`config.mk`:
```
export PLATFORM = sky130hd
export DESIGN_NAME = RobotController
export DESIGN_NICKNAME = d
export VERILOG_FILES = /design/src/source/RobotPkg.sv /design/src/source/FrameTicker.sv /design/src/source/MazeMap.sv /design/src/source/GamepadCursor.sv /design/src/source/RobotCore.sv /design/src/source/RobotController.sv
export SDC_FILE = /design/constraint.sdc
export NUM_CORES = 1
export LEC_CHECK = 0
export BUFFER_PORTS_ARGS = -buffer_cell sky130_fd_sc_hd__buf_4
export CORE_ASPECT_RATIO = 0.6
export CORE_UTILIZATION = 35
export CTS_CLUSTER_DIAMETER = 40
export DETAILED_ROUTE_END_ITERATION = 8
export HOLD_SLACK_MARGIN = 0.1
export PLACE_DENSITY = 0.63
export SYNTH_ARGS = -nofsm -noshare
export SYNTH_HDL_FRONTEND = slang
export SYNTH_SLANG_ARGS = --single-unit
```
`constraint.sdc`:
```
create_clock -name Clock50 -period 3.91 [get_ports Clock50]
set_input_delay 0.5865 -clock Clock50 [delete_from_list [all_inputs] [get_ports Clock50]]
set_output_delay 0.5865 -clock Clock50 [all_outputs]
set_load 0.005 [all_outputs]
```
`src/source/RobotPkg.sv`:
```
package RobotPkg;

    // Maze size
    localparam int GridRows = 10;
    localparam int GridCols = 20;
    localparam logic [3:0] LastRow = 4'(GridRows - 1);
    localparam logic [4:0] LastCol = 5'(GridCols - 1);

    // Cell codes
    localparam logic [3:0] CellWall = 4'h5;
    localparam logic [3:0] CellFree = 4'h6;

    // Row 0 on top, leftmost nibble is column 0
    localparam logic [0:GridRows-1][4*GridCols-1:0] MazeCells = {
        80'h55555555555555555555,
        80'h56665666666666665555,
        80'h56565656555555565555,
        80'h56565656666666666665,
        80'h56565656555555565555,
        80'h56566656555555565555,
        80'h56565556555555565555,
        80'h56565556555555565555,
        80'h56565556555555565555,
        80'h56666666666666665555
    };

    // Frame ticks between gamepad reads and between robot steps
    localparam int InputPeriod = 5;
    localparam int StepPeriod = 9;
    localparam int TickCountWidth = $clog2(StepPeriod);

    typedef enum logic [1:0] {
        HeadNorth = 2'b00,
        HeadSouth = 2'b01,
        HeadEast  = 2'b10,
        HeadWest  = 2'b11
    } heading_t;

    typedef struct packed {
        logic [3:0] row;
        logic [4:0] col;
    } gridPos_t;

    localparam gridPos_t RobotStart = '{row: 4'd3, col: 5'd18};
    localparam gridPos_t CursorStart = '{row: 4'd3, col: 5'd10};

    // Gamepad word, up at bit 0
    typedef struct packed {
        logic mode;
        logic start;
        logic z;
        logic y;
        logic x;
        logic c;
        logic b;
        logic a;
        logic right;
        logic left;
        logic down;
        logic up;
    } gamepad_t;

    // Each field holds grid coordinate plus one
    typedef struct packed {
        logic [2:0][4:0] spriteCols;
        logic [2:0][3:0] spriteRows;
    } spritePos_t;

    // Sprite field order
    localparam int SpriteBlack = 2;
    localparam int SpriteRobot = 1;
    localparam int SpriteCursor = 0;

    function automatic heading_t turnLeft(heading_t dir);
        case (dir)
            HeadNorth: return HeadWest;
            HeadWest:  return HeadSouth;
            HeadSouth: return HeadEast;
            default:   return HeadNorth;
        endcase
    endfunction

    // Off-grid neighbours wrap to out-of-range coordinates
    function automatic gridPos_t stepAhead(gridPos_t pos, heading_t dir);
        gridPos_t next;
        next = pos;
        case (dir)
            HeadNorth: next.row = pos.row - 4'd1;
            HeadSouth: next.row = pos.row + 4'd1;
            HeadEast:  next.col = pos.col + 5'd1;
            default:   next.col = pos.col - 5'd1;
        endcase
        return next;
    endfunction

endpackage

```
`src/source/FrameTicker.sv`:
```
`timescale 1ns/1ps

module FrameTicker
    import RobotPkg::*;
(
    input  logic Clock50,
    input  logic reset,
    input  logic vSync,
    output logic inputTick,
    output logic stepTick
);

    logic syncA;
    logic syncB;
    logic rise;
    logic [TickCountWidth-1:0] readCount;
    logic [TickCountWidth-1:0] stepCount;

    // Zero means armed, otherwise rises still to skip
    function automatic logic [TickCountWidth-1:0] nextCount(
        logic [TickCountWidth-1:0] count,
        int period
    );
        if (count == '0) begin
            return TickCountWidth'(period - 1);
        end
        return count - 1'b1;
    endfunction

    assign rise = syncA & ~syncB;

    always_ff @(posedge Clock50) begin
        if (reset) begin
            syncA     <= 1'b0;
            syncB     <= 1'b0;
            readCount <= '0;
            stepCount <= '0;
            inputTick <= 1'b0;
            stepTick  <= 1'b0;
        end else begin
            syncA     <= vSync;
            syncB     <= syncA;
            inputTick <= rise && (readCount == '0);
            stepTick  <= rise && (stepCount == '0);
            if (rise) begin
                readCount <= nextCount(readCount, InputPeriod);
                stepCount <= nextCount(stepCount, StepPeriod);
            end
        end
    end

endmodule

```
`src/source/MazeMap.sv`:
```
`timescale 1ns/1ps

module MazeMap
    import RobotPkg::*;
(
    input  gridPos_t cursor,
    input  gridPos_t robotPos,
    input  heading_t heading,
    output logic     cursorFree,
    output logic     headWall,
    output logic     leftWall
);

    gridPos_t aheadPos;
    gridPos_t leftPos;
    logic [3:0] cursorCell;
    logic [3:0] aheadCell;
    logic [3:0] leftCell;

    // Anything outside the grid reads as wall
    function automatic logic [3:0] cellAt(gridPos_t pos);
        logic [4*GridCols-1:0] rowBits;
        if (pos.row >= GridRows || pos.col >= GridCols) begin
            return CellWall;
        end
        rowBits = MazeCells[pos.row];
        return rowBits[(GridCols - 1 - pos.col) * 4 +: 4];
    endfunction

    // Left neighbour is the cell ahead after a left turn
    assign aheadPos = stepAhead(robotPos, heading);
    assign leftPos  = stepAhead(robotPos, turnLeft(heading));

    assign cursorCell = cellAt(cursor);
    assign aheadCell  = cellAt(aheadPos);
    assign leftCell   = cellAt(leftPos);

    assign cursorFree = (cursorCell == CellFree);
    assign headWall   = (aheadCell == CellWall);
    assign leftWall   = (leftCell == CellWall);

endmodule

```
`src/source/GamepadCursor.sv`:
```
`timescale 1ns/1ps

module GamepadCursor
    import RobotPkg::*;
(
    input  logic     Clock50,
    input  logic     reset,
    input  logic     inputTick,
    input  gamepad_t pad,
    input  logic     cursorFree,
    output gridPos_t cursor,
    output logic     placeRobot,
    output logic     placeBlack
);

    // Moves held back one cycle so placement still sees the old cursor
    logic moveUp;
    logic moveDown;
    logic moveLeft;
    logic moveRight;

    always_ff @(posedge Clock50) begin
        if (reset) begin
            placeRobot <= 1'b0;
            placeBlack <= 1'b0;
            moveUp     <= 1'b0;
            moveDown   <= 1'b0;
            moveLeft   <= 1'b0;
            moveRight  <= 1'b0;
        end else begin
            // Placement only on free cells
            placeRobot <= inputTick && pad.a && cursorFree;
            placeBlack <= inputTick && pad.b && cursorFree;
            moveUp     <= inputTick && pad.up;
            moveDown   <= inputTick && pad.down;
            moveLeft   <= inputTick && pad.left;
            moveRight  <= inputTick && pad.right;
        end
    end

    always_ff @(posedge Clock50) begin
        if (reset) begin
            cursor <= CursorStart;
        end else begin
            // Down wins over up
            if (moveDown) begin
                cursor.row <= (cursor.row == LastRow) ? 4'd0 : cursor.row + 4'd1;
            end else if (moveUp) begin
                cursor.row <= (cursor.row == 4'd0) ? LastRow : cursor.row - 4'd1;
            end

            // Right wins over left
            if (moveRight) begin
                cursor.col <= (cursor.col == LastCol) ? 5'd0 : cursor.col + 5'd1;
            end else if (moveLeft) begin
                cursor.col <= (cursor.col == 5'd0) ? LastCol : cursor.col - 5'd1;
            end
        end
    end

endmodule

```
`src/source/RobotCore.sv`:
```
`timescale 1ns/1ps

module RobotCore
    import RobotPkg::*;
(
    input  logic     Clock50,
    input  logic     reset,
    input  logic     stepTick,
    input  logic     placeRobot,
    input  logic     placeBlack,
    input  gridPos_t cursor,
    input  logic     avancar,
    input  logic     girar,
    input  logic     headWall,
    input  logic     leftWall,
    output gridPos_t robotPos,
    output gridPos_t blackPos,
    output heading_t heading,
    output logic     head,
    output logic     left,
    output logic     under
);

    gridPos_t aheadPos;
    logic onBlack;
    logic canAdvance;

    assign aheadPos   = stepAhead(robotPos, heading);
    assign onBlack    = (robotPos == blackPos);
    // Wall ahead also covers the grid border
    assign canAdvance = avancar && !headWall;

    // Sensors reflect the state before the step
    always_ff @(posedge Clock50) begin
        if (reset) begin
            head  <= 1'b0;
            left  <= 1'b0;
            under <= 1'b0;
        end else if (stepTick) begin
            head  <= headWall;
            left  <= leftWall;
            under <= onBlack;
        end
    end

    always_ff @(posedge Clock50) begin
        if (reset) begin
            heading <= HeadEast;
        end else if (stepTick && !avancar && girar) begin
            heading <= turnLeft(heading);
        end
    end

    always_ff @(posedge Clock50) begin
        if (reset) begin
            robotPos <= RobotStart;
        end else begin
            if (stepTick && canAdvance) begin
                robotPos <= aheadPos;
            end
            // Placement overrides a step on the same edge
            if (placeRobot) begin
                robotPos <= cursor;
            end
        end
    end

    // Black cell starts under the robot
    always_ff @(posedge Clock50) begin
        if (reset) begin
            blackPos <= RobotStart;
        end else if (placeBlack) begin
            blackPos <= cursor;
        end
    end

endmodule

```
`src/source/RobotController.sv`:
```
`timescale 1ns/1ps

module RobotController
    import RobotPkg::*;
(
    input  logic       Clock50,
    input  logic       reset,
    input  logic       vSync,
    input  gamepad_t   pad,
    input  logic       avancar,
    input  logic       girar,
    output logic       head,
    output logic       left,
    output logic       under,
    output spritePos_t sprites,
    output heading_t   heading
);

    logic inputTick;
    logic stepTick;
    logic placeRobot;
    logic placeBlack;
    logic cursorFree;
    logic headWall;
    logic leftWall;
    gridPos_t cursor;
    gridPos_t robotPos;
    gridPos_t blackPos;

    FrameTicker u_ticker (
        .Clock50   (Clock50),
        .reset     (reset),
        .vSync     (vSync),
        .inputTick (inputTick),
        .stepTick  (stepTick)
    );

    MazeMap u_maze (
        .cursor     (cursor),
        .robotPos   (robotPos),
        .heading    (heading),
        .cursorFree (cursorFree),
        .headWall   (headWall),
        .leftWall   (leftWall)
    );

    GamepadCursor u_cursor (
        .Clock50    (Clock50),
        .reset      (reset),
        .inputTick  (inputTick),
        .pad        (pad),
        .cursorFree (cursorFree),
        .cursor     (cursor),
        .placeRobot (placeRobot),
        .placeBlack (placeBlack)
    );

    RobotCore u_core (
        .Clock50    (Clock50),
        .reset      (reset),
        .stepTick   (stepTick),
        .placeRobot (placeRobot),
        .placeBlack (placeBlack),
        .cursor     (cursor),
        .avancar    (avancar),
        .girar      (girar),
        .headWall   (headWall),
        .leftWall   (leftWall),
        .robotPos   (robotPos),
        .blackPos   (blackPos),
        .heading    (heading),
        .head       (head),
        .left       (left),
        .under      (under)
    );

    // Sprite display counts from one
    always_ff @(posedge Clock50) begin
        sprites.spriteCols[SpriteBlack]  <= blackPos.col + 5'd1;
        sprites.spriteCols[SpriteRobot]  <= robotPos.col + 5'd1;
        sprites.spriteCols[SpriteCursor] <= cursor.col + 5'd1;
        sprites.spriteRows[SpriteBlack]  <= blackPos.row + 4'd1;
        sprites.spriteRows[SpriteRobot]  <= robotPos.row + 4'd1;
        sprites.spriteRows[SpriteCursor] <= cursor.row + 4'd1;
    end

endmodule

```
==> results.md <==
* Ys flop type: dfxtp_1
* CTS HTree Levels at 3
* Site Rows at 32
* Worst slew pin tran at 0.7280 ns
* Die Wd at 150.9 µm
* Worst Hold Class: input port to register
* Root buffer cell: clkbuf_16
* Crit end category: register
* Commonest non-fill, non-tap cell in the layout: dfxtp_1
* Final Hold Viols at 0
* Skew final at 0.008858 ns
* Post-CTS repair timing setup buffer count at 0
* Area grow syn2layout at 18.18%
* Async SR Flop Fraction at 0
* Cells after synthesis at 568
* Initial core utilization at 0.3609
* Maximum clock frequency at 266.6 MHz
* RD Place Congestion at 0.9712
* Leakage power figure at 0.002174 µW
* Fill cells at 1291
* Clk sinks at 77
* Grt total ovfl at 0
* Combinational share of power at 0.148
* Critical Path Start Type: register
* CP max FO at 7
* Period utilisation layout at 0.9594
* Pre-CTS WS at between 0.05 and 0.06 ns
* RSZ-0062 raised after global routing: false
* Share of cells above drive strength 1 at 0.1506
* TritonCTS clock tree: built
* Pwr Total at 1908 µW
* Setup CP Type: register to register
* Setup TNS Final at 0 ns
* Outcome: finished, final reports clean
* ANT cells at 0
* Synth Register Bits at 77
* Initial antenna violation count at 0
* Net Sw Frac at 0.2733
* Critical Path AT at 3.98 ns
* Cts bufs inserted at 9
* Peak VDD IR at 0.1774 mV
* Library cells used by synthesis at 66
* CP Data Required Time at just over 4 ns
* Drt first pass iters at 5
* Power density over the cells at ~350 nW/µm²
* Number of synthesized flops with an enable pin at 0
* Final Setup Violations at 0
* Placed Instances at ~770
* Total number of vias at 4428
* Synth area leader: dfxtp_1
* CTS Buffer Depth at 2
* Synth Warn # at 0
* Drt drc at 0
* Max_cap viols at 0
* Final WS setup at 0.1589 ns
* Number of global-route vias before repair at 4100
* Slew Viols, Final at 0
* First-pass GRT wire length at approximately 21 mm
* Placed Area at between 5000 and 6000 µm²
* Core footprint at around 13000 µm²
* Die ar. at around 14000 µm²
* GRT Total Usage at 0.1942
* Port Buffer Count at 42
* Pint at 1387 µW
* Routed WL at 12.98 mm
* Skew-Pair Late Insertion Delay at approximately 0.34 ns
* Seq pwr share at 0.441
* Seq/Total Area, Yosys at 0.3313
* Fin cells at 781
* DRT antenna net count at 0
* Routed wire length per instance at about 17 µm
* Syn_area_per_cell at between 8 and 9 µm²
* Hpwl dp at slightly below 10 mm
* Syn_nets at around 620
* 1st-iter DRT viols at 374
* P_sw at roughly 520 µW
* Avg Vias per Cell at 5.670
* CTS clock-pin slew for the worst setup and hold paths at 0.06 ns
* Tmin final at 3.751 ns
* Clock power frac at 0.412
* Synth top area cells: dfxtp_1, ha_1, a21oi_1
* Design area at 5499 µm²
* Largest net degree at the start of global routing at 40
* Synth top area share at 0.3313
* Commonest non-fill, non-tap cells in the layout: dfxtp_1, buf_4, nor2_1, a21oi_1, o21ai_0
* I/O pin total at 49
* Nets@finish at 654
* Syn Std Cell Area at ~4700 µm²
* Slew HR at 0.5106
* Die height at between 90 and 100 µm
## kinds of logic after synthesis
| group | share of synthesized area |
|---|---|
| muxes | 0.03469 |
| xor gates and xnor gates | 0.05082 |
| adders and majority gates | 0.08336 |
| and+or+nand+nor | 0.2183 |
| buffers and inverters | 0.05539 |
| DFF | 0.3313 |
| AOI/OAI and AO/OA | 0.2261 |
## worst max-delay path, stage by stage, from the launching register on
cell,delay [ns]
dfxtp_2,0.35
inv_1,0.10
ha_1,0.18
inv_1,0.12
or3_1,0.36
a32o_1,0.26
buf_4,0.17
ha_1,0.27
or4b_2,0.68
a211oi_2,0.27
or4b_1,0.20
o2bb2ai_4,0.09
buf_4,0.17
and2_1,0.14
nor4_1,0.26
## registers in the layout (all words and copies together) (netlist names), 2 cells and up
name / cells
u_core.robotPos: 9
u_ticker.stepCount: 4
u_core.blackPos: 9
sprites: 27
u_core.heading: 2
u_cursor.cursor: 9
u_ticker.readCount: 4
## synthesized netlist by cell type (9+ instances only)
cell type	number
nand2b_1	13
and2_1	11
clkbuf_1	27
nand3_1	22
inv_1	30
mux2i_1	15
ha_1	31
xor2_1	9
xnor2_1	18
nand2_1	36
a21oi_1	38
dfxtp_1	77
nor3_1	22
a31oi_1	14
nor2_1	40
o21ai_0	38
## power by group through the flow
| stage | combinational, µW | sequential (µW) | clock [µW] |
|---|---|---|---|
| finish | 282 | 841 | 786 |
| floorplan | 186 | 848 | 0 |
| global route | 310 | 844 | 841 |
| global placement | 262 | 857 | 0 |
| detailed placement | 270 | 858 | 0 |
| CTS | 272 | 840 | 804 |
## metal layers
metal / share of wire / global-route usage / up-vias
met5: 0 / 0 / -
met4: 0.012 / 0.05000 / 0
met3: 0.079 / 0.06181 / 22
met2: 0.40 / 0.2641 / 170
met1: 0.51 / 0.2871 / 2090
li1: - / - / 2146
## final timing paths
check,startpoint,endpoint,slack (ns),cells after the start
worst max register to register,u_core.heading[0],u_core.robotPos[5],0.16,14
worst min-delay path,pad[2],u_cursor.moveLeft,0.45,2
worst max-delay path,u_core.heading[0],u_core.robotPos[5],0.16,14
worst min register to register,u_core.blackPos[5],sprites[8],0.46,1
## per-stage QoR
step             util  hold slack, ns
5_1_grt        0.4265          0.4569
3_5_place_dp   0.4017          0.4453
4_1_cts        0.4232          0.4402
3_3_place_gp   0.4017          0.4464
2_1_floorplan       -          0.4047
6_report       0.4265          0.4461
## layout make-up
cell class                 instances  area, µm²  share of cell area
multi-input combinational        427       2895              0.5265
sequential                        77       1543              0.2805
timing repair buffer              61      457.9             0.08328
clock buffer                      12      246.5             0.04482
tap                              170      212.7             0.03868
inverter                          30      112.6             0.02048
clock inverter                     4      31.28            0.005688
## repair_timing
item | CTS | global route
endpoints found under the setup margin | 0 | 9
hold buffers | 0 | 0
resized for setup | 0 | 8
Power figures use the tool's default switching activity.
